==> config.mk <==
export PLATFORM = sky130hd
export DESIGN_NAME = reorder_buffer
export DESIGN_NICKNAME = d
export VERILOG_FILES = /design/src/rob_pkg.sv /design/src/reorder_buffer.sv
export VERILOG_INCLUDE_DIRS = /design/src
export SDC_FILE = /design/constraint.sdc
export NUM_CORES = 2
export LEC_CHECK = 0
export ABC_CLOCK_PERIOD_IN_PS = 7400
export BUFFER_PORTS_ARGS = -buffer_cell sky130_fd_sc_hd__buf_2
export CORE_AREA = 2 2 594 596
export CTS_CLUSTER_DIAMETER = 30
export CTS_CLUSTER_SIZE = 10
export DETAILED_ROUTE_END_ITERATION = 6
export DIE_AREA = 0 0 596 598
export PLACE_DENSITY = 0.38
export SYNTH_ARGS = -nofsm -noshare
export SYNTH_HDL_FRONTEND = slang
export SYNTH_SLANG_ARGS = --single-unit
==> constraint.sdc <==
create_clock -name clk -period 7.4 [get_ports clk]
set_input_delay 0.37 -clock clk [delete_from_list [all_inputs] [get_ports clk]]
set_output_delay 0.37 -clock clk [all_outputs]
set_load 0.1 [all_outputs]
==> src/rob_macros.svh <==
`ifndef ROB_MACROS_SVH
`define ROB_MACROS_SVH

// ROB geometry
`define ROB_ENTRIES 16
`define ROB_IDX_W   4

// register tags
`define PHY_W       6
`define ARCH_W      5

// payload widths
`define PC_W        32
`define STORE_ID_W  4

`endif

==> src/rob_pkg.sv <==
`default_nettype none

`include "rob_macros.svh"

package rob_pkg;

    typedef enum logic [1:0] {
        OP_ALU    = 2'd0,
        OP_LOAD   = 2'd1,
        OP_STORE  = 2'd2,
        OP_BRANCH = 2'd3
    } op_class_e;

    typedef struct packed {
        logic [`PC_W-1:0] actual_target;
        logic             actual_taken;
        logic             mispredict;
    } branch_result_t;

    // store id sits in the low bits
    typedef struct packed {
        logic [`PC_W+2-`STORE_ID_W-1:0] pad;
        logic [`STORE_ID_W-1:0]         store_id;
    } store_result_t;

    typedef union packed {
        branch_result_t branch;
        store_result_t  store;
    } rob_result_u;

    typedef struct packed {
        logic [`ARCH_W-1:0] rd_arch;
        logic               rd_we;
        logic [`PHY_W-1:0]  rd_phy_old;
        logic [`PHY_W-1:0]  rd_phy_new;
        op_class_e          op_class;
        logic [`PC_W-1:0]   pc;
        rob_result_u        result;
    } rob_entry_t;

endpackage

`default_nettype wire

==> src/reorder_buffer.sv <==
`default_nettype none

`include "rob_macros.svh"

module reorder_buffer (
    input  wire                         clk,
    input  wire                         rst,
    input  wire                         flush,
    input  wire                         disp_valid_0,
    input  wire                         disp_valid_1,
    input  wire rob_pkg::rob_entry_t    disp_entry_0,
    input  wire rob_pkg::rob_entry_t    disp_entry_1,
    output logic [`ROB_IDX_W-1:0]       rob_id_0,
    output logic [`ROB_IDX_W-1:0]       rob_id_1,
    input  wire                         alu_wb_valid,
    input  wire [`ROB_IDX_W-1:0]        alu_wb_rob_id,
    input  wire                         load_wb_valid,
    input  wire [`ROB_IDX_W-1:0]        load_wb_rob_id,
    input  wire                         store_wb_valid,
    input  wire [`ROB_IDX_W-1:0]        store_wb_rob_id,
    input  wire [`STORE_ID_W-1:0]       store_wb_store_id,
    input  wire                         branch_wb_valid,
    input  wire [`ROB_IDX_W-1:0]        branch_wb_rob_id,
    input  wire [`PC_W-1:0]             branch_wb_target,
    input  wire                         branch_wb_taken,
    input  wire                         branch_wb_mispredict,
    input  wire [1:0]                   retire_num,
    output rob_pkg::rob_entry_t         head_entry_0,
    output rob_pkg::rob_entry_t         head_entry_1,
    output logic                        head_finished_0,
    output logic                        head_finished_1,
    output logic [`ROB_IDX_W:0]         rob_count,
    output logic                        rob_full
);

    import rob_pkg::*;

    rob_entry_t              rob_q [`ROB_ENTRIES];
    logic [`ROB_ENTRIES-1:0] finish_q;
    logic [`ROB_IDX_W-1:0]   head_q;
    logic [`ROB_IDX_W-1:0]   tail_q;
    logic [`ROB_IDX_W:0]     count_q;
    logic [`ROB_IDX_W-1:0]   head_plus1;
    logic [1:0]              alloc_num;

    // slot 1 alone takes the tail
    assign rob_id_0 = tail_q;
    assign rob_id_1 = disp_valid_0 ? tail_q + 1'b1 : tail_q;

    assign alloc_num  = {1'b0, disp_valid_0} + {1'b0, disp_valid_1};
    assign head_plus1 = head_q + 1'b1;

    assign head_entry_0    = rob_q[head_q];
    assign head_entry_1    = rob_q[head_plus1];
    assign head_finished_0 = finish_q[head_q];
    assign head_finished_1 = finish_q[head_plus1];
    assign rob_count       = count_q;
    // fewer than two free slots
    assign rob_full        = count_q > (`ROB_ENTRIES - 2);

    always_ff @(posedge clk or posedge rst) begin
        if (rst) begin
            head_q  <= '0;
            tail_q  <= '0;
            count_q <= '0;
        end else if (flush) begin
            head_q  <= '0;
            tail_q  <= '0;
            count_q <= '0;
        end else begin
            head_q  <= head_q + {{(`ROB_IDX_W-2){1'b0}}, retire_num};
            tail_q  <= tail_q + {{(`ROB_IDX_W-2){1'b0}}, alloc_num};
            count_q <= count_q + {{(`ROB_IDX_W-1){1'b0}}, alloc_num}
                               - {{(`ROB_IDX_W-1){1'b0}}, retire_num};
        end
    end

    always_ff @(posedge clk or posedge rst) begin
        if (rst) begin
            finish_q <= '0;
        end else if (flush) begin
            finish_q <= '0;
        end else begin
            // retired slots first, then new completions
            if (retire_num != 2'd0) begin
                finish_q[head_q] <= 1'b0;
            end
            if (retire_num == 2'd2) begin
                finish_q[head_plus1] <= 1'b0;
            end
            if (alu_wb_valid) begin
                finish_q[alu_wb_rob_id] <= 1'b1;
            end
            if (load_wb_valid) begin
                finish_q[load_wb_rob_id] <= 1'b1;
            end
            if (store_wb_valid) begin
                finish_q[store_wb_rob_id] <= 1'b1;
            end
            if (branch_wb_valid) begin
                finish_q[branch_wb_rob_id] <= 1'b1;
            end
        end
    end

    always_ff @(posedge clk) begin
        if (!flush) begin
            if (disp_valid_0) begin
                rob_q[rob_id_0] <= disp_entry_0;
            end
            if (disp_valid_1) begin
                rob_q[rob_id_1] <= disp_entry_1;
            end
        end
        if (store_wb_valid) begin
            rob_q[store_wb_rob_id].result.store.store_id <= store_wb_store_id;
        end
        if (branch_wb_valid) begin
            rob_q[branch_wb_rob_id].result.branch.actual_target <= branch_wb_target;
            rob_q[branch_wb_rob_id].result.branch.actual_taken  <= branch_wb_taken;
            rob_q[branch_wb_rob_id].result.branch.mispredict    <= branch_wb_mispredict;
        end
    end

    // index lies between head and tail
    function automatic logic is_live(input logic [`ROB_IDX_W-1:0] idx);
        logic [`ROB_IDX_W-1:0] offset;
        offset = idx - head_q;
        return {1'b0, offset} < count_q;
    endfunction

    a_no_disp_full: assert property (@(posedge clk) disable iff (rst)
        (rob_full || flush) |-> !(disp_valid_0 || disp_valid_1));

    a_wb_live: assert property (@(posedge clk) disable iff (rst)
        (!alu_wb_valid || is_live(alu_wb_rob_id)) &&
        (!load_wb_valid || is_live(load_wb_rob_id)) &&
        (!store_wb_valid || is_live(store_wb_rob_id)) &&
        (!branch_wb_valid || is_live(branch_wb_rob_id)));

    // commit unit must not retire past the first unfinished head entry
    a_retire_finished: assert property (@(posedge clk) disable iff (rst)
        retire_num <= ({1'b0, head_finished_0} +
                       {1'b0, head_finished_0 & head_finished_1}));

endmodule

`default_nettype wire

==> flow_summary.toml <==
[global_route]
grt_max_degree = 117
grt_overflow = 0
grt_pass1_wl_mm = 556
grt_usage = 0.221
antenna_found_initial = 104
grt_pass1_vias = 67900

[sta]
fmax_ghz = 0.190
tightestPinTransition_ns = 1.43
finalHoldViolations = 0
rsz0062_at_grt = "false"
period_needed_ns = 5.27
worst_clock_skew_ns = 0.0624
setup_ws_ns = 2.13
slew_headroom = 0.0441
slew_violations = 0
finalSetupTns_ns = 0
min_period_over_period = 0.713
finalSetupViolations = 0

[clocking]
root_buffer = "clkbuf_16"
cts_made_buffers = 414
cts_tree = "yes"
clock_sinks = 1405
cts_resized = 0
insertion_delay_ns = 0.91
cts_setup_buffers = 0
clk_pin_slew_worst_paths_ns = 0.04
htree_num_levels = 5
clockBufferDepth = 4

[routing]
routed_wl_mm = 404
first_iter_violations = 7539
drc = 9
wire_per_inst_um = 31.7
firstDrtPassIters = 7
postRouteAntennaNets = 0
routed_via_density = 5.35
vias = 68200

[cells_and_area]
area_growth_pct = 25.8
final.fill_count = 34900
final_nets = 8028
final_core_util = 0.312
final_area_um2 = 110000
drive_above_1_share = 0.301

[worst_setup_path]
path_cells = "buf_4 -> buf_4 -> mux4_2 -> mux4_2 -> buf_2"
path_max_fanout = 46
cp-end-kind = "output pin"
r2r_slack_ns = 2.56
worst_setup_path_start_kind = "register"
required_ns = 7.03
cpPeakStageDelay_ns = 1.05
critPathSlowestCell = "dfrtp_4"
critical_path_class = "reg2out"
cp.arrival_ns = 4.90

[power]
p_sw_frac = 0.319
power.internal_w = 0.0240
fin_total_pwr_w = 0.0352
combPwrFrac = 0.230
power_density_nw_per_um2 = 322
p_seq_frac = 0.264
vdd_ir_drop_max_mv = 0.290
p_sw_w = 0.0113
p_leak_nw = 39.0
clockPowerShare = 0.506

[yosys]
synth_edf_count = 1376
yosys-top-cells-area = "edfxtp_1 (47%), mux4_2 (22%), nand2_1 (9.8%)"
synth_area_um2 = 87100
yosysMostFrequentCell = "nand2_1"
synth_top_area_cell = "edfxtp_1"
yosys.area.top_type_share = 0.474
synth.distinct_cells = 58
synth_flop_cell = "edfxtp_1"
netlist_instances = 7366
synth_top_cells_by_count = "nand2_1 (2,274), edfxtp_1 (1,376), mux4_2 (870)"
async_flop_share = 0.0206
synth_fp_nets = 7627
avgSynthCellArea_um2 = 11.8
synth-seq-area-share = 0.483
ys_ff_latch = 1405
synth_warnings = 0

[flow_run]
cap_violations = 0

[placement]
io_buffers = 424
routabilityCongestion = 0.809
placed_cell_area_um2 = 93400
dp_hpwl_mm = 231
place_ws_ns = 2.73

[floorplan]
die_y_um = 598
placementRows = 218
initial_core_util = 0.248
die_w_um = 596
core_um2 = 351000
dieArea_um2 = 356000
ioPinCount = 425

[run_status]
status = "finished with violations"
violations = "DRC"

[hold_path]
hold_path.class = "in2reg"
cells in the final DEF, fill, tap and decap left out, types with 8 or more instances in the layout:
cell	instances
nand2_1	2253
edfxtp_1	1376
mux4_2	870
a21oi_1	432
buf_2	424
clkbuf_16	420
nor2_1	399
mux2_2	314
dlygate4sd3_1	227
mux2i_1	204
a31oi_1	198
buf_4	116
o21ai_1	114
clkinv_1	92
clkinv_2	88
clkbuf_1	69
bufinv_16	65
o22ai_1	54
dfrtp_1	25
buf_12	24
nor2b_1	20
o21ai_0	20
diode_2	19
ha_1	19
inv_1	18
nand3_1	18
nor3_1	16
inv_4	16
nand4_1	15
clkinvlp_4	14
o21ai_4	12
nor2_4	12
nand2_4	11
nand2b_1	10
a21oi_4	10
nand2_2	10
nand3b_1	8
a22oi_1	8
cell families after synthesis:
| group | share of synthesized area |
|---|---|
| multiplexers | 0.289 |
| XOR/XNOR | 0.00131 |
| AND/OR/NAND/NOR | 0.125 |
| AO/OA/AOI/OAI | 0.0569 |
| flip-flops | 0.483 |
| buffers and inverters | 0.0416 |
| adder cells (fa/ha/maj) | 0.00379 |
area by class of cell:
type                    count  area, um^2  area share
clock inverters           273        3080      0.0281
multi-input cells        5121       41900       0.382
repair buffers            791        5750      0.0524
diodes                     19        47.5    0.000434
well taps                4620        5780      0.0528
flip-flops and latches   1405       42100       0.384
clock buffers             490       10800      0.0984
inverters                  34         168     0.00153
worst paths after layout:
kind,end,depth (start not counted),from
min in group asynchronous,rob_count[4],4,rst
worst min-delay path,rob_q[11][20],3,disp_entry_1[20]
max in group asynchronous,head_q[3],4,rst
worst max register to register,rob_q[4][43],10,rob_id_0[0]
worst max-delay path,head_entry_1[16],5,head_q[0]
worst min register to register,finish_q[10],2,finish_q[10]
state kept, by name, indices dropped and copies added (netlist names):
name,cells
rob_id_0,4
rob_q,1376
head_q,4
finish_q,16
rob_count,5
per-layer routing:
metal  GRT usage  vias up  share of wire
li1            -    28400              -
met4      0.0852       60          0.041
met1       0.283    35300           0.40
met3      0.0498      866          0.084
met5           0        -        0.00092
met2       0.361     3610           0.47
stage by stage:
stage               instances  hold WS (ns)
finish                  12800        0.0476
global route            12700        0.0465
CTS                     12700      0.000375
detailed placement      11700         0.541
global placement        11700         0.532
floorplan                7366         0.448
power by group through the flow:
stage	clock network (W)	logic, W	registers (W)
finish	0.0178	0.00810	0.00932
global route	0.0184	0.00843	0.00934
CTS	0.0180	0.00819	0.00932
detailed placement	0	0.00804	0.00944
global placement	0	0.00801	0.00944
floorplan	0	0.00584	0.00942
worst max-delay path, delay by kind of cell, from the launching register on:
family | cells | cell delay, ns
flip-flops | 1 | 1.05
buffers and inverters | 3 | 1.70
multiplexers | 2 | 1.16
repair_timing:
| action | 4_1_cts | 5_1_grt |
|---|---|---|
| hold buffers | 227 | 0 |
| hold endpoints to repair | 811 | 0 |
| setup endpoints to repair | 0 | 0 |
Power figures use the tool's default switching activity.
