===== src/rob_macros.svh =====
`ifndef ROB_MACROS_SVH
`define ROB_MACROS_SVH

// ROB geometry
`define ROB_ENTRIES 16
`define ROB_IDX_W   4

// register tags
`define PHY_W       6
`define ARCH_W      5

// payload widths
`define PC_W        32
`define STORE_ID_W  4

`endif


===== src/retire_map.sv =====
`default_nettype none

`include "rob_macros.svh"

module retire_map (
    input  wire                 clk,
    input  wire                 rst,
    input  wire                 commit_valid_0,
    input  wire                 commit_valid_1,
    input  wire                 commit_rd_we_0,
    input  wire                 commit_rd_we_1,
    input  wire [`ARCH_W-1:0]   commit_rd_arch_0,
    input  wire [`ARCH_W-1:0]   commit_rd_arch_1,
    input  wire [`PHY_W-1:0]    commit_rd_phy_0,
    input  wire [`PHY_W-1:0]    commit_rd_phy_1,
    input  wire [`PHY_W-1:0]    commit_rd_old_0,
    input  wire [`PHY_W-1:0]    commit_rd_old_1,
    output logic                free_valid_0,
    output logic                free_valid_1,
    output logic [`PHY_W-1:0]   free_phy_0,
    output logic [`PHY_W-1:0]   free_phy_1,
    input  wire [`ARCH_W-1:0]   query_arch,
    output logic [`PHY_W-1:0]   query_phy
);

    logic [`PHY_W-1:0] map_q [2**`ARCH_W];

    assign query_phy = map_q[query_arch];

    always_ff @(posedge clk or posedge rst) begin
        if (rst) begin
            // identity mapping
            for (int i = 0; i < 2**`ARCH_W; i++) begin
                map_q[i] <= `PHY_W'(i);
            end
        end else begin
            // r0 stays hardwired; slot 1 written last so it wins
            if (commit_valid_0 && commit_rd_we_0 && (commit_rd_arch_0 != '0)) begin
                map_q[commit_rd_arch_0] <= commit_rd_phy_0;
            end
            if (commit_valid_1 && commit_rd_we_1 && (commit_rd_arch_1 != '0)) begin
                map_q[commit_rd_arch_1] <= commit_rd_phy_1;
            end
        end
    end

    always_ff @(posedge clk or posedge rst) begin
        if (rst) begin
            free_valid_0 <= 1'b0;
            free_valid_1 <= 1'b0;
        end else begin
            free_valid_0 <= commit_valid_0 && commit_rd_we_0;
            free_valid_1 <= commit_valid_1 && commit_rd_we_1;
        end
    end

    always_ff @(posedge clk) begin
        free_phy_0 <= commit_rd_old_0;
        free_phy_1 <= commit_rd_old_1;
    end

endmodule

`default_nettype wire


===== config.mk =====
export PLATFORM = sky130hd
export DESIGN_NAME = retire_map
export DESIGN_NICKNAME = d
export VERILOG_FILES = /design/src/retire_map.sv
export VERILOG_INCLUDE_DIRS = /design/src
export SDC_FILE = /design/constraint.sdc
export NUM_CORES = 1
export LEC_CHECK = 0
export BUFFER_PORTS_ARGS = -buffer_cell sky130_fd_sc_hd__buf_2
export CAP_MARGIN = 20
export CORE_ASPECT_RATIO = 1.75
export CORE_MARGIN = 2
export CORE_UTILIZATION = 30
export CTS_CLUSTER_SIZE = 14
export DETAILED_ROUTE_END_ITERATION = 16
export PLACE_DENSITY_LB_ADDON = 0.3
export REMOVE_ABC_BUFFERS = 1
export SLEW_MARGIN = 20
export SYNTH_ARGS = -nofsm -noshare
export SYNTH_HDL_FRONTEND = slang
export SYNTH_SLANG_ARGS = --single-unit

===== constraint.sdc =====
create_clock -name clk -period 22.9 [get_ports clk]
set_clock_uncertainty 0.1 [all_clocks]
set_input_delay 6.87 -clock clk [delete_from_list [all_inputs] [get_ports clk]]
set_output_delay 6.87 -clock clk [all_outputs]
set_load 0.03 [all_outputs]

==> flow_summary_export.csv, run 1 <==
group,metric,value,unit
outcome,outcome,"completed",
timing,drv_slew,0,
detailed_routing,vias_per_cell,7.12,
global_route,grt.overflow.total,0,
global_route,antenna_found_initial,2,
floorplan,fp.dieH,277,um
synth,syn_inst,1357,
timing,rsz0062_at_grt,"no",
timing,setup_tns,0,ps
timing,setup_ws,6740,ps
placed_design,io_buffers,64,
global_route,grt_max_degree,135,
synth,yosys_warnings,0,
timing,max_freq,61.9,MHz
placed_design,gp_congestion,0.952,
placed_design,dp_cells,1749,
synth,ys_seq_elements,206,
clock_tree,clock-root-buffer,"clkbuf_16",
clock_tree,cts_hold_buf,0,
timing,slew_headroom,0.208,
clock_tree,cts_inserted_buffers,24,
cells_and_area,drive_gt1_frac,0.244,
cells_and_area,finalCoreUtilization,0.330,
cells_and_area,final_cell_mix,"186 x nor4_1, 186 x a31oi_1, 121 x nand4_1",
setup_path,crit_path_end_kind,"primary output",
setup_path,cp.required,15930,ps
timing,worst_pin_slew,1190,ps
setup_path,reg2reg_slack,21740,ps
detailed_routing,drt_wl_total,61900,um
floorplan,dieArea,0.0444,sq mm
pwr,p_per_area,94.2,mW/mm^2
floorplan,die_x,160,um
floorplan,start_util,0.303,
detailed_routing,drt-initial-drc-count,1726,
setup_path,critPathKind,"in2out",
detailed_routing,wire_per_inst,34.5,um
synth,postSynthAreaPerCell,9.43,sq um
pwr,ir_drop,50.9,uV
global_route,grt_pass1_wl,90800,um
pwr,p_total,1.32,mW
clock_tree,h-tree-depth,1,
clock_tree,clkTransAtPathRegs,70,ps
detailed_routing,drc,0,
cells_and_area,areaGrowthSynthToFinish,9.11,%
placed_design,dp_hpwl,36700,um
min_path,min_to,"map_q[187]$_DFF_PP0_",
clock_tree,cts_tree,"built",
synth,synth_cell_types,35,
setup_path,r2r_start,"map_q[97]$_DFF_PP1_",
floorplan,rows,100,
detailed_routing,ant_nets,0,
floorplan,io_pins,65,
placed_design,place_ws,6690,ps
clock_tree,clockBufferDepth,3,
floorplan,core,0.0423,sq mm
cells_and_area,nNetsFinal,1259,
clock_tree,cts_setup_buffers,0,
min_path,hold_class,"reg2reg",
setup_path,r2r_cells,2,
cells_and_area,fillers,4287,
global_route,grt_usage,0.273,
timing,finalCritPeriodShare,0.706,
min_path,worstHoldStart,"map_q[187]$_DFF_PP0_",
setup_path,cp-start-kind,"input pin",
timing,hold_viol,0,
clock_tree,cts_resized,0,
timing,setup_viol,0,
clock_tree,insertion_delay,540,ps
synth,syn_area,0.0128,sq mm
pwr,p_leak,4.35,nW
setup_path,r2r_end,"map_q[97]$_DFF_PP1_",
synth,synth-seq-area-share,0.406,
cells_and_area,finalNonFillerCells,1795,
setup_path,path_max_fanout,48,
timing,period_minus_slack,16160,ps
setup_path,worst_ep_arrival_time,9190,ps
global_route,grt_pass1_vias,12091,
min_path,holdPathStages,0,
detailed_routing,dr_total_vias,12781,
run,maxCapViolations,0,
detailed_routing,first_pass_iters,7,
clock_tree,clock_sinks,206,
## cells in the mapped netlist
master / instances / share of area
a31oi_1: 186 / 0.091
and2_1: 4 / 0.0020
and3_1: 1 / 0.00049
and3b_1: 1 / 0.00068
and4_1: 1 / 0.00068
and4b_1: 3 / 0.0023
buf_1: 33 / 0.0097
buf_2: 8 / 0.0031
buf_6: 2 / 0.0018
clkbuf_1: 215 / 0.063
dfrtp_1: 114 / 0.22
dfstp_2: 80 / 0.16
dfxtp_1: 12 / 0.019
inv_1: 2 / 0.00059
mux2_2: 6 / 0.0053
mux4_2: 56 / 0.099
mux4_4: 4 / 0.0078
nand2_1: 4 / 0.0012
nand2b_1: 10 / 0.0049
nand3_1: 69 / 0.027
nand3b_1: 2 / 0.0012
nand4_1: 121 / 0.059
nand4b_1: 3 / 0.0021
nand4bb_1: 1 / 0.00088
nor2_1: 2 / 0.00059
nor2b_1: 4 / 0.0020
nor3_2: 1 / 0.00078
nor3b_1: 1 / 0.00059
nor4_1: 186 / 0.091
nor4bb_1: 1 / 0.00078
o21ai_0: 66 / 0.026
o31ai_1: 120 / 0.070
or2_2: 5 / 0.0024
or3_1: 32 / 0.016
or3b_2: 1 / 0.00068
## cells by family after synthesis
logic type             count (synthesis)  share of synthesized area
buffers and inverters                260                     0.0782
multiplexers                          66                      0.112
AO/OA/AOI/OAI                        372                      0.187
flip-flops                           206                      0.406
AND/OR/NAND/NOR                      453                      0.217
## worst max-delay path by stage
stage | startpoint | to | slack (ps) | cells after the start
3_5_place_dp | query_arch[1] | query_phy[5] | 6690 | 5
3_3_place_gp | query_arch[1] | query_phy[5] | 6730 | 5
4_1_cts | query_arch[1] | query_phy[5] | 6690 | 5
2_1_floorplan | query_arch[1] | query_phy[5] | 7660 | 3
5_1_grt | query_arch[1] | query_phy[5] | 6600 | 5
6_report | query_arch[1] | query_phy[5] | 6740 | 5
## metal layers
metal | share of wire | wire, um | global-route usage
met1 | 0.33 | 20200 | 0.312
met2 | 0.49 | 30300 | 0.460
met3 | 0.092 | 5670 | 0.0488
met4 | 0.091 | 5640 | 0.190
met5 | 0.00031 | 19 | 0
## layout make-up
class                      count  area (sq um)  share of cell area
antenna                        2          5.00            0.000358
clock buffer                  31           678              0.0486
sequential                   206          5190               0.372
clock inverter                13           160              0.0115
timing repair buffer          89           514              0.0368
tap                          561           702              0.0503
inverter                       2          15.0             0.00108
multi-input combinational    891          6690               0.479
## critical path: stages
cell	delay (ps)
buf_4	610
mux4_4	740
mux4_2	510
mux2_2	270
buf_2	180
## where the power goes
part	total, mW	leakage, nW	switching, mW	internal [mW]
combinational	0.279	1.58	0.154	0.125
sequential	0.612	2.37	0.133	0.479
clock	0.424	0.402	0.179	0.244
total	1.32	4.35	0.467	0.849
## sequential cells by signal (all words and copies together), names as in the netlist
signal / cells
map_q: 192
free_phy_1: 6
free_phy_0: 6
free_valid_0: 1
free_valid_1: 1
## stage by stage
step / area (sq um) / hold WS [ps]
final: 14000 / 284
after detailed placement: 13100 / 267
after floorplan: 11800 / 249
after global placement: 13100 / 261
after global routing: 14000 / 290
after CTS: 13900 / 284
No activity file was read; power rests on OpenSTA's default activity.
==> run 2, diff against run 1 <==
==> constraint.sdc (replaced) <==
create_clock -name clk -period 14.3 [get_ports clk]
set_clock_uncertainty 0.1 [all_clocks]
set_input_delay 4.29 -clock clk [delete_from_list [all_inputs] [get_ports clk]]
set_output_delay 4.29 -clock clk [all_outputs]
set_load 0.03 [all_outputs]
==> run 2 against run 1 <==
Cell area decreased by 0.34%; hold slack about the same; critical path depth unchanged; combinational power increased by 61%; non-clock buffer count increased by 2; highest routed layer unchanged.
==> flow_summary_export.csv, run 2 (synthesis gave the netlist of run 1 again) <==
group,metric,value,unit
global_route,grt_pass1_wl,89500,um
cells_and_area,areaGrowthSynthToFinish,8.74,%
detailed_routing,first_pass_iters,5,
timing,whs,284,ps
placed_design,place_area,0.0131,sq mm
detailed_routing,dr_total_vias,12850,
min_path,hold_class,"reg2reg",
run,maxCapViolations,0,
clock_tree,clock-root-buffer,"clkbuf_16",
floorplan,io_pins,65,
pwr,netSwitchingPower,0.719,mW
pwr,p_per_area,147,mW/mm^2
pwr,ir_drop,97.3,uV
clock_tree,clkTransAtPathRegs,70,ps
cells_and_area,finalNonFillerCells,1795,
placed_design,dp_hpwl,36900,um
clock_tree,cts_setup_buffers,0,
setup_path,worst_ep_arrival_time,6630,ps
detailed_routing,wire_per_inst,34.1,um
timing,drv_slew,0,
pwr,p_seq_frac,0.475,
timing,period_minus_slack,11020,ps
pwr,p_total,2.05,mW
floorplan,die_x,160,um
floorplan,rows,100,
clock_tree,cts_tree,"built",
pwr,p_int,1.33,mW
timing,slew_headroom,0.212,
timing,hold_viol,0,
clock_tree,cts_inserted_buffers,23,
floorplan,fp.dieH,277,um
global_route,grt.overflow.total,0,
setup_path,crit_path_end_kind,"primary output",
timing,setup_viol,0,
clock_tree,clockBufferDepth,3,
floorplan,core,0.0423,sq mm
cells_and_area,reg_top3,"map_q (192), free_phy_0 (6), free_phy_1 (6)",
global_route,grt_pass1_vias,12060,
timing,setup_tns,0,ps
floorplan,dieArea,0.0444,sq mm
clock_tree,cts_hold_buf,0,
timing,finalCritPeriodShare,0.771,
detailed_routing,drt-initial-drc-count,1527,
global_route,antenna_found_initial,7,
setup_path,critPathKind,"in2out",
timing,rsz0062_at_grt,"no",
timing,max_freq,90.7,MHz
cells_and_area,largest_register_ffs,192,
pwr,p_leak,4.34,nW
clock_tree,clock_sinks,206,
setup_path,cp-start-kind,"input pin",
detailed_routing,vias_per_cell,7.16,
cells_and_area,nNetsFinal,1260,
global_route,grt_usage,0.270,
floorplan,start_util,0.303,
pwr,power.share.clock,0.305,
setup_path,cp.required,9910,ps
outcome,outcome,"completed",
detailed_routing,ant_nets,0,
global_route,grt_max_degree,97,
pwr,comb_power_share,0.219,
timing,worst_pin_slew,1180,ps
clock_tree,h-tree-depth,1,
cells_and_area,top_register,"map_q",
clock_tree,cts_resized,0,
cells_and_area,drive_gt1_frac,0.241,
clock_tree,insertion_delay,530,ps
placed_design,dp_cells,1750,
setup_path,path_max_fanout,48,
detailed_routing,drt_wl_total,61200,um
placed_design,io_buffers,64,
cells_and_area,final_cell_mix,"186 x nor4_1, 186 x a31oi_1, 121 x nand4_1",
cells_and_area,fin_area,0.0139,sq mm
placed_design,gp_congestion,0.959,
detailed_routing,drc,0,
pwr,p_sw_frac,0.351,
## run 2: changes by cell type in the layout (fill, tap and decap cells not counted)
cell	delta
buf_6	-1
clkbuf_1	+1
diode_2	+1
inv_8	-1
nand2b_2	-1
nand2b_1	+1
clkbuf_16	-2
clkinv_2	+1
clkbuf_8	+3
buf_12	+1
clkinvlp_4	-4
bufinv_16	-1
buf_4	+2
## run 2: power by group through the flow
| stage | sequential [mW] | clock (mW) | combinational (mW) |
|---|---|---|---|
| after detailed placement | 0.956 | 0 | 0.440 |
| after CTS | 0.949 | 0.635 | 0.441 |
| after floorplan | 0.820 | 0 | 0.306 |
| after global routing | 0.969 | 0.655 | 0.481 |
| final | 0.975 | 0.626 | 0.449 |
| after global placement | 0.963 | 0 | 0.427 |
## run 2: final timing paths
path,from,end,slack [ps],cells after the start
min in group asynchronous,rst,map_q[102]$_DFF_PP0_,3720,2
setup reg to reg,map_q[99]$_DFF_PP1_,map_q[99]$_DFF_PP1_,13110,2
hold reg to reg,map_q[187]$_DFF_PP0_,map_q[187]$_DFF_PP0_,280,0
max in group asynchronous,rst,map_q[11]$_DFF_PP0_,9050,3
hold / removal,map_q[187]$_DFF_PP0_,map_q[187]$_DFF_PP0_,280,0
setup / recovery,query_arch[1],query_phy[5],3280,5
## run 2: final cells by class
| cell class | instances | area [sq um] |
|---|---|---|
| Timing Repair Buffer | 91 | 538 |
| Clock inverter | 8 | 93.8 |
| Fill cell | 4319 | 28400 |
| Multi-Input combinational cell | 891 | 6690 |
| Sequential cell | 206 | 5190 |
| Antenna cell | 3 | 7.51 |
| Inverter | 2 | 15.0 |
| Clock buffer | 33 | 673 |
| Tap cell | 561 | 702 |
## run 2: worst max-delay path, stage by stage
cell and delay (ps):
buf_4 610, mux4_4 730, mux4_2 520, mux2_2 290, buf_2 180
## run 2: per-layer routing
layer | vias to the layer above | global-route usage | wire [um]
li1 | 5224 | - | -
met1 | 6392 | 0.307 | 20100
met2 | 980 | 0.450 | 29600
met3 | 246 | 0.0475 | 5370
met4 | 8 | 0.201 | 6100
met5 | - | 0 | 50
## run 2: stage by stage
step	worst slack (ps)	utilization
6_report	3280	0.329
5_1_grt	3160	0.329
4_1_cts	3260	0.328
3_5_place_dp	3260	0.310
3_3_place_gp	3300	0.310
2_1_floorplan	4220	-
