**src/rob_macros.svh**
```systemverilog
`ifndef ROB_MACROS_SVH
`define ROB_MACROS_SVH

// ROB geometry
`define ROB_ENTRIES 16
`define ROB_IDX_W   4

// register tags
`define PHY_W       6
`define ARCH_W      5

// payload widths
`define PC_W        32
`define STORE_ID_W  4

`endif

```
**src/rob_pkg.sv**
```systemverilog
`default_nettype none

`include "rob_macros.svh"

package rob_pkg;

    typedef enum logic [1:0] {
        OP_ALU    = 2'd0,
        OP_LOAD   = 2'd1,
        OP_STORE  = 2'd2,
        OP_BRANCH = 2'd3
    } op_class_e;

    typedef struct packed {
        logic [`PC_W-1:0] actual_target;
        logic             actual_taken;
        logic             mispredict;
    } branch_result_t;

    // store id sits in the low bits
    typedef struct packed {
        logic [`PC_W+2-`STORE_ID_W-1:0] pad;
        logic [`STORE_ID_W-1:0]         store_id;
    } store_result_t;

    typedef union packed {
        branch_result_t branch;
        store_result_t  store;
    } rob_result_u;

    typedef struct packed {
        logic [`ARCH_W-1:0] rd_arch;
        logic               rd_we;
        logic [`PHY_W-1:0]  rd_phy_old;
        logic [`PHY_W-1:0]  rd_phy_new;
        op_class_e          op_class;
        logic [`PC_W-1:0]   pc;
        rob_result_u        result;
    } rob_entry_t;

endpackage

`default_nettype wire

```
**src/commit_unit.sv**
```systemverilog
`default_nettype none

`include "rob_macros.svh"

module commit_unit (
    input  wire                         clk,
    input  wire                         rst,
    input  wire rob_pkg::rob_entry_t    head_entry_0,
    input  wire rob_pkg::rob_entry_t    head_entry_1,
    input  wire                         head_finished_0,
    input  wire                         head_finished_1,
    input  wire [`ROB_IDX_W:0]          rob_count,
    output logic [1:0]                  retire_num,
    output logic                        commit_valid_0,
    output logic                        commit_valid_1,
    output logic [`ARCH_W-1:0]          commit_rd_arch_0,
    output logic [`ARCH_W-1:0]          commit_rd_arch_1,
    output logic [`PHY_W-1:0]           commit_rd_phy_0,
    output logic [`PHY_W-1:0]           commit_rd_phy_1,
    output logic [`PHY_W-1:0]           commit_rd_old_0,
    output logic [`PHY_W-1:0]           commit_rd_old_1,
    output logic                        commit_rd_we_0,
    output logic                        commit_rd_we_1,
    output logic                        commit_store_valid,
    output logic [`STORE_ID_W-1:0]      commit_store_id,
    output logic                        flush,
    output logic [`PC_W-1:0]            redirect_pc
);

    import rob_pkg::*;

    logic       ok_0;
    logic       ok_1;
    logic       mispred_0;
    logic       mispred_1;
    logic       store_0;
    logic       store_1;
    logic       take_2;
    logic       flush_next;
    rob_entry_t br_entry;

    assign ok_0 = head_finished_0 && (rob_count != '0);
    assign ok_1 = head_finished_1 && (rob_count > 1);

    assign mispred_0 = (head_entry_0.op_class == OP_BRANCH) &&
                       head_entry_0.result.branch.mispredict;
    assign mispred_1 = (head_entry_1.op_class == OP_BRANCH) &&
                       head_entry_1.result.branch.mispredict;
    assign store_0   = head_entry_0.op_class == OP_STORE;
    assign store_1   = head_entry_1.op_class == OP_STORE;

    // a mispredict ends the group; only one store port to report on
    assign take_2 = ok_0 && ok_1 && !mispred_0 && !(store_0 && store_1);

    assign retire_num = (flush || !ok_0) ? 2'd0 : (take_2 ? 2'd2 : 2'd1);

    assign flush_next = ((retire_num != 2'd0) && mispred_0) ||
                        ((retire_num == 2'd2) && mispred_1);
    assign br_entry   = mispred_0 ? head_entry_0 : head_entry_1;

    always_ff @(posedge clk or posedge rst) begin
        if (rst) begin
            commit_valid_0     <= 1'b0;
            commit_valid_1     <= 1'b0;
            commit_store_valid <= 1'b0;
            flush              <= 1'b0;
        end else begin
            commit_valid_0     <= retire_num != 2'd0;
            commit_valid_1     <= retire_num == 2'd2;
            commit_store_valid <= ((retire_num != 2'd0) && store_0) ||
                                  ((retire_num == 2'd2) && store_1);
            flush              <= flush_next;
        end
    end

    always_ff @(posedge clk) begin
        commit_rd_arch_0 <= head_entry_0.rd_arch;
        commit_rd_arch_1 <= head_entry_1.rd_arch;
        commit_rd_phy_0  <= head_entry_0.rd_phy_new;
        commit_rd_phy_1  <= head_entry_1.rd_phy_new;
        commit_rd_old_0  <= head_entry_0.rd_phy_old;
        commit_rd_old_1  <= head_entry_1.rd_phy_old;
        commit_rd_we_0   <= head_entry_0.rd_we;
        commit_rd_we_1   <= head_entry_1.rd_we;
        commit_store_id  <= store_0 ? head_entry_0.result.store.store_id
                                    : head_entry_1.result.store.store_id;
        // not taken falls through to the next word
        redirect_pc      <= br_entry.result.branch.actual_taken
                          ? br_entry.result.branch.actual_target
                          : br_entry.pc + `PC_W'(4);
    end

    // a flush lasts one cycle and leaves the ROB empty behind it
    a_flush_single: assert property (@(posedge clk) disable iff (rst)
        flush |=> (!flush && (rob_count == '0)));

endmodule

`default_nettype wire

```
**config.mk**
```make
export PLATFORM = sky130hd
export DESIGN_NAME = commit_unit
export DESIGN_NICKNAME = d
export VERILOG_FILES = /design/src/rob_pkg.sv /design/src/commit_unit.sv
export VERILOG_INCLUDE_DIRS = /design/src
export SDC_FILE = /design/constraint.sdc
export NUM_CORES = 1
export LEC_CHECK = 0
export ABC_CLOCK_PERIOD_IN_PS = 1600
export BUFFER_PORTS_ARGS = -buffer_cell sky130_fd_sc_hd__buf_2
export CAP_MARGIN = 10
export CORE_AREA = 2 2 101 103
export DETAILED_ROUTE_END_ITERATION = 8
export DIE_AREA = 0 0 103 105
export PLACE_DENSITY = 0.83
export SYNTH_ARGS = -nofsm -noshare
export SYNTH_HDL_FRONTEND = slang
export SYNTH_SLANG_ARGS = --single-unit
```
**constraint.sdc**
```tcl
create_clock -name clk -period 1.6 [get_ports clk]
set_input_delay 0.16 -clock clk [delete_from_list [all_inputs] [get_ports clk]]
set_output_delay 0.16 -clock clk [all_outputs]
set_load 0.02 [all_outputs]
```
==> impl_summary.log <==
[metrics] fraction of registers with async set or reset after synthesis: 0.0526
[metrics] Critical Setup Path Class: in2reg
[metrics] combinational power share: 0.262
[metrics] Critical Path Slowest Stage Cell: sky130_fd_sc_hd__or3_1
[metrics] Core Box Area: 0.00964 mm^2
[metrics] wire length per cell after detailed routing: 16.8 um
[metrics] Max-slew headroom: 0.752
[metrics] final weighted congestion in routability-driven placement: 0.952
[metrics] largest net degree at the start of global routing: 20
[metrics] Area contributors post-synth: sky130_fd_sc_hd__dfxtp_1 39%, sky130_fd_sc_hd__nand2_1 8.0%, sky130_fd_sc_hd__mux2i_1 7.5%
[metrics] All-Layer GR Usage: 0.280
[metrics] cell at the root of the clock tree: sky130_fd_sc_hd__clkbuf_8
[metrics] floorplan row count: 36
[metrics] Worst setup SP type: primary input
[metrics] largest fanout on the critical path: 3
[metrics] full die area: ~0.011 mm^2
[metrics] leading register cell type out of synthesis: sky130_fd_sc_hd__dfxtp_1
[metrics] Clock power frac: 0.340
[metrics] number of sinks on the clock net: 76
[metrics] switching fraction of total power: 0.294
[metrics] remaining routing DRC violations: 0
[metrics] Arrival @ worst endpoint: 1.91 ns
[metrics] drt initial violations: just over 300
[metrics] family with the most delay on the worst path: simple AND/OR/NAND/NOR gates
[metrics] fraction of post-synthesis cell area in the top cell type by area: 0.386
[metrics] detailed placement HPWL: 11800 um
[metrics] cell count after placement: between 800 and 900
[metrics] total congestion overflow after global routing: 0
[metrics] Area Overhead vs Synth: 79.2%
[metrics] number of fillers in the final layout: between 700 and 800
[metrics] achievable frequency: 600 MHz
[metrics] maximum ir drop on the vdd rail: between 300 and 400 uV
[metrics] CP cell instances: buf_2 > nand4_1 > nor4_4 > buf_4 > o21ai_2 > or3_1 > xnor2_1 > a311o_2
[metrics] count of pins over their slew limit: 0
[metrics] number of failing setup endpoints in the final timing report: 2
[metrics] Post-Syn Nets: approximately 620
[metrics] fraction of power consumed by sequential logic: 0.398
[metrics] failing checks: negative setup slack
[metrics] delay of the slowest cell on the worst path: between 0.3 and 0.4 ns
[metrics] FF+latch count, synth: between 70 and 80
[metrics] unrepaired setup endpoints after global routing: yes
[metrics] number of clock buffers inserted by TritonCTS: 9
[metrics] vias post-DR: approximately 5k
[metrics] register area share after synthesis: 0.413
[metrics] effective utilization at floorplan: 0.387
[metrics] Yosys Warn Count: 0
[metrics] I/O pin total: between 200 and 300
[metrics] gate count of the mapped netlist: between 400 and 500
[metrics] Max Cap Violations: 0
[metrics] DR pass1 iterations: 5
[metrics] number of antenna violations at the first check in global routing: 1
[metrics] worst hold-check path type: in2reg
[metrics] htree depth: 3
[metrics] Clock Tree Buf Depth: 2
[metrics] share of layout cells above drive strength 1: 0.499
[metrics] hold slack final: 0.0379 ns
[metrics] power per cell area: roughly 790 mW/mm^2
[metrics] required time worst endpoint: approximately 1.8 ns
[metrics] CP endpoint kind: flop
[metrics] pre-CTS WS: -0.444 ns
[metrics] vias in the first global route: 5034
[metrics] synthesized cell area: 0.00373 mm^2
[metrics] Fin Clk Skew: ~0.011 ns
[metrics] Port Buffer Count: approximately 260
[metrics] source-to-sink clock delay at the later pin of the worst-skew pair: roughly 0.36 ns
[metrics] setup ws final: -0.0664 ns
[metrics] total routed wirelength: around 16000 um
[metrics] first-pass GRT wire length: around 23000 um
[metrics] cell internal pwr: between 3 and 4 mW
[metrics] count of final hold-check violations: 0
[metrics] Avg Inst Size Synth: about 8.4 um^2
[metrics] height of the die: between 100 and 150 um
[metrics] LEAKAGE: roughly 3.2 nW
[metrics] area leader, netlist: sky130_fd_sc_hd__dfxtp_1
[metrics] number of enable-type register cells in the synthesized netlist: 0
[metrics] WP buf/inv: 2
[metrics] Worst-path clk slew: roughly 0.10 ns
[metrics] final critical path time including I/O delays and setup: approximately 1.7 ns
[metrics] Total Nets Final: ~1k
[metrics] outcome: complete, but fails checks
[metrics] switching component of the power: ~1.5 mW
[metrics] number of non-filler instances in the completed layout: about 960
[metrics] slew at the pin closest to its max-slew limit: approximately 0.37 ns
[metrics] count of cell types in the netlist: 50
[metrics] final total power: ~5.3 mW
[metrics] final period utilization: 1.04
[metrics] final core utilization: 0.694
[metrics] mean number of vias per cell: between 5 and 6
[metrics] DIE WIDTH: 103 um
[metrics] post-detailed-route count of antenna-violating nets: 0
[metrics] TritonCTS clock tree: built
-- power groups by stage --
stage          clock network [mW]  registers [mW]  logic [mW]
6_report                     1.79            2.09        1.38
5_1_grt                      1.90            2.11        1.48
4_1_cts                      1.82            2.09        1.31
3_5_place_dp                    0            2.13        1.23
3_3_place_gp                    0            2.13        1.21
2_1_floorplan                   0            2.33       0.382
-- area by class of cell --
cell class	count	area (um^2)	share of cell area
timing repair buffer	388	2430	0.363
antenna	2	5.00	0.000748
inverter	6	22.5	0.00337
clock buffer	9	124	0.0185
clock inverter	6	114	0.0170
tap	133	166	0.0249
multi-input combinational	339	2290	0.342
sequential	76	1540	0.230
-- cell usage after synthesis (2+ instances only) --
cell type	number
sky130_fd_sc_hd__a211oi_1	5
sky130_fd_sc_hd__or3_1	9
sky130_fd_sc_hd__o221ai_2	2
sky130_fd_sc_hd__nand2_1	80
sky130_fd_sc_hd__o22ai_1	7
sky130_fd_sc_hd__nor3_2	2
sky130_fd_sc_hd__nor4b_1	2
sky130_fd_sc_hd__mux2i_1	28
sky130_fd_sc_hd__or4_1	2
sky130_fd_sc_hd__nand4_1	10
sky130_fd_sc_hd__nor2_1	32
sky130_fd_sc_hd__nor4_1	4
sky130_fd_sc_hd__a21oi_1	22
sky130_fd_sc_hd__o211ai_1	4
sky130_fd_sc_hd__xnor2_1	7
sky130_fd_sc_hd__nor2b_1	4
sky130_fd_sc_hd__buf_1	4
sky130_fd_sc_hd__dfxtp_1	72
sky130_fd_sc_hd__dfrtp_1	4
sky130_fd_sc_hd__nand2b_1	3
sky130_fd_sc_hd__nor3b_1	4
sky130_fd_sc_hd__clkbuf_1	10
sky130_fd_sc_hd__inv_1	6
sky130_fd_sc_hd__xor2_1	16
sky130_fd_sc_hd__a31oi_1	11
sky130_fd_sc_hd__o21ai_0	24
sky130_fd_sc_hd__and3_1	5
sky130_fd_sc_hd__nor4_2	2
sky130_fd_sc_hd__a31o_1	3
sky130_fd_sc_hd__buf_2	8
sky130_fd_sc_hd__nand3_1	19
sky130_fd_sc_hd__nor3_1	8
sky130_fd_sc_hd__mux2_2	6
-- per-stage QoR --
| stage | setup TNS [ns] | area, um^2 |
|---|---|---|
| after floorplan | -5.36 | 3830 |
| after detailed placement | -8.52 | 5770 |
| after CTS | 0 | 6430 |
| after global placement | -6.93 | 5770 |
| final | -0.0777 | 6690 |
| after global routing | -0.192 | 6690 |
-- final timing paths --
kind                                        from            endpoint  slack [ns]  depth (start not counted)
worst max-delay path            head_entry_0[46]     redirect_pc[16]       -0.07                          8
worst min-delay path             head_entry_0[3]  commit_store_id[3]        0.04                          2
worst max register to register             flush  commit_store_valid        0.65                          4
worst min register to register             flush      commit_valid_1        0.66                          3
max in group asynchronous                    rst      commit_valid_0        1.21                          3
min in group asynchronous                    rst               flush        0.22                          3
-- per-layer routing --
layer / wire [um] / track usage / vias up / share of wire
li1: - / - / 2345 / -
met1: 5930 / 0.283 / 2287 / 0.37
met2: 8400 / 0.500 / 247 / 0.52
met3: 1180 / 0.0843 / 55 / 0.073
met4: 608 / 0.150 / 0 / 0.038
met5: 0 / 0 / - / 0
-- state kept, by name, summed over array words and instances, names as in the netlist, 4 cells and up --
register	flops
redirect_pc	32
commit_rd_old_0	6
commit_rd_old_1	6
commit_rd_phy_0	6
commit_rd_phy_1	6
commit_rd_arch_0	5
commit_rd_arch_1	5
commit_store_id	4
-- kinds of logic (layout without fill, tap and decap cells) --
logic type / Yosys count / in the layout / share of synthesized area
simple gates: 190 / 192 / 0.253
fa+ha+maj: 1 / 1 / 0.00335
other cells: 0 / 2 / 0
buf+inv: 30 / 409 / 0.0359
mux: 34 / 34 / 0.0932
flops: 76 / 76 / 0.413
compound gates: 88 / 89 / 0.148
xor+xnor: 23 / 23 / 0.0540
-- repair_timing --
item	4_1_cts	5_1_grt
pin swaps	3	18
gates cloned	1	2
buffers inserted	4	7
endpoints found under the setup margin	5	22
resized for setup	1	37
hold buffers	37	0
endpoints found under the hold margin	40	0
-- cell usage in the layout (no fill, tap or decap), types with 3 or more instances in the layout --
cell type / netlist / layout
sky130_fd_sc_hd__dfrtp_1: 4 / 4
sky130_fd_sc_hd__buf_6: 1 / 4
sky130_fd_sc_hd__nand2_1: 80 / 76
sky130_fd_sc_hd__buf_12: 0 / 3
sky130_fd_sc_hd__nor3b_1: 4 / 3
sky130_fd_sc_hd__nand3_1: 19 / 18
sky130_fd_sc_hd__dlygate4sd3_1: 0 / 37
sky130_fd_sc_hd__dfxtp_1: 72 / 72
sky130_fd_sc_hd__or3_1: 9 / 9
sky130_fd_sc_hd__nor2_1: 32 / 31
sky130_fd_sc_hd__a31o_1: 3 / 3
sky130_fd_sc_hd__nand4_1: 10 / 10
sky130_fd_sc_hd__nand2b_1: 3 / 3
sky130_fd_sc_hd__and3_1: 5 / 4
sky130_fd_sc_hd__inv_1: 6 / 6
sky130_fd_sc_hd__nor3_2: 2 / 4
sky130_fd_sc_hd__o21ai_1: 1 / 5
sky130_fd_sc_hd__a211oi_1: 5 / 3
sky130_fd_sc_hd__clkbuf_8: 0 / 9
sky130_fd_sc_hd__mux2i_1: 28 / 26
sky130_fd_sc_hd__xnor2_1: 7 / 6
sky130_fd_sc_hd__xor2_1: 16 / 16
sky130_fd_sc_hd__buf_4: 1 / 88
sky130_fd_sc_hd__nor2b_1: 4 / 4
sky130_fd_sc_hd__bufinv_16: 0 / 3
sky130_fd_sc_hd__a31oi_1: 11 / 11
sky130_fd_sc_hd__nor4_4: 1 / 3
sky130_fd_sc_hd__mux2_2: 6 / 6
sky130_fd_sc_hd__o22ai_1: 7 / 6
sky130_fd_sc_hd__nand2_2: 0 / 4
sky130_fd_sc_hd__o211ai_1: 4 / 4
sky130_fd_sc_hd__a21oi_1: 22 / 21
sky130_fd_sc_hd__o21ai_0: 24 / 19
sky130_fd_sc_hd__buf_2: 8 / 255
sky130_fd_sc_hd__nor3_1: 8 / 4
No activity file was read; power rests on OpenSTA's default activity.
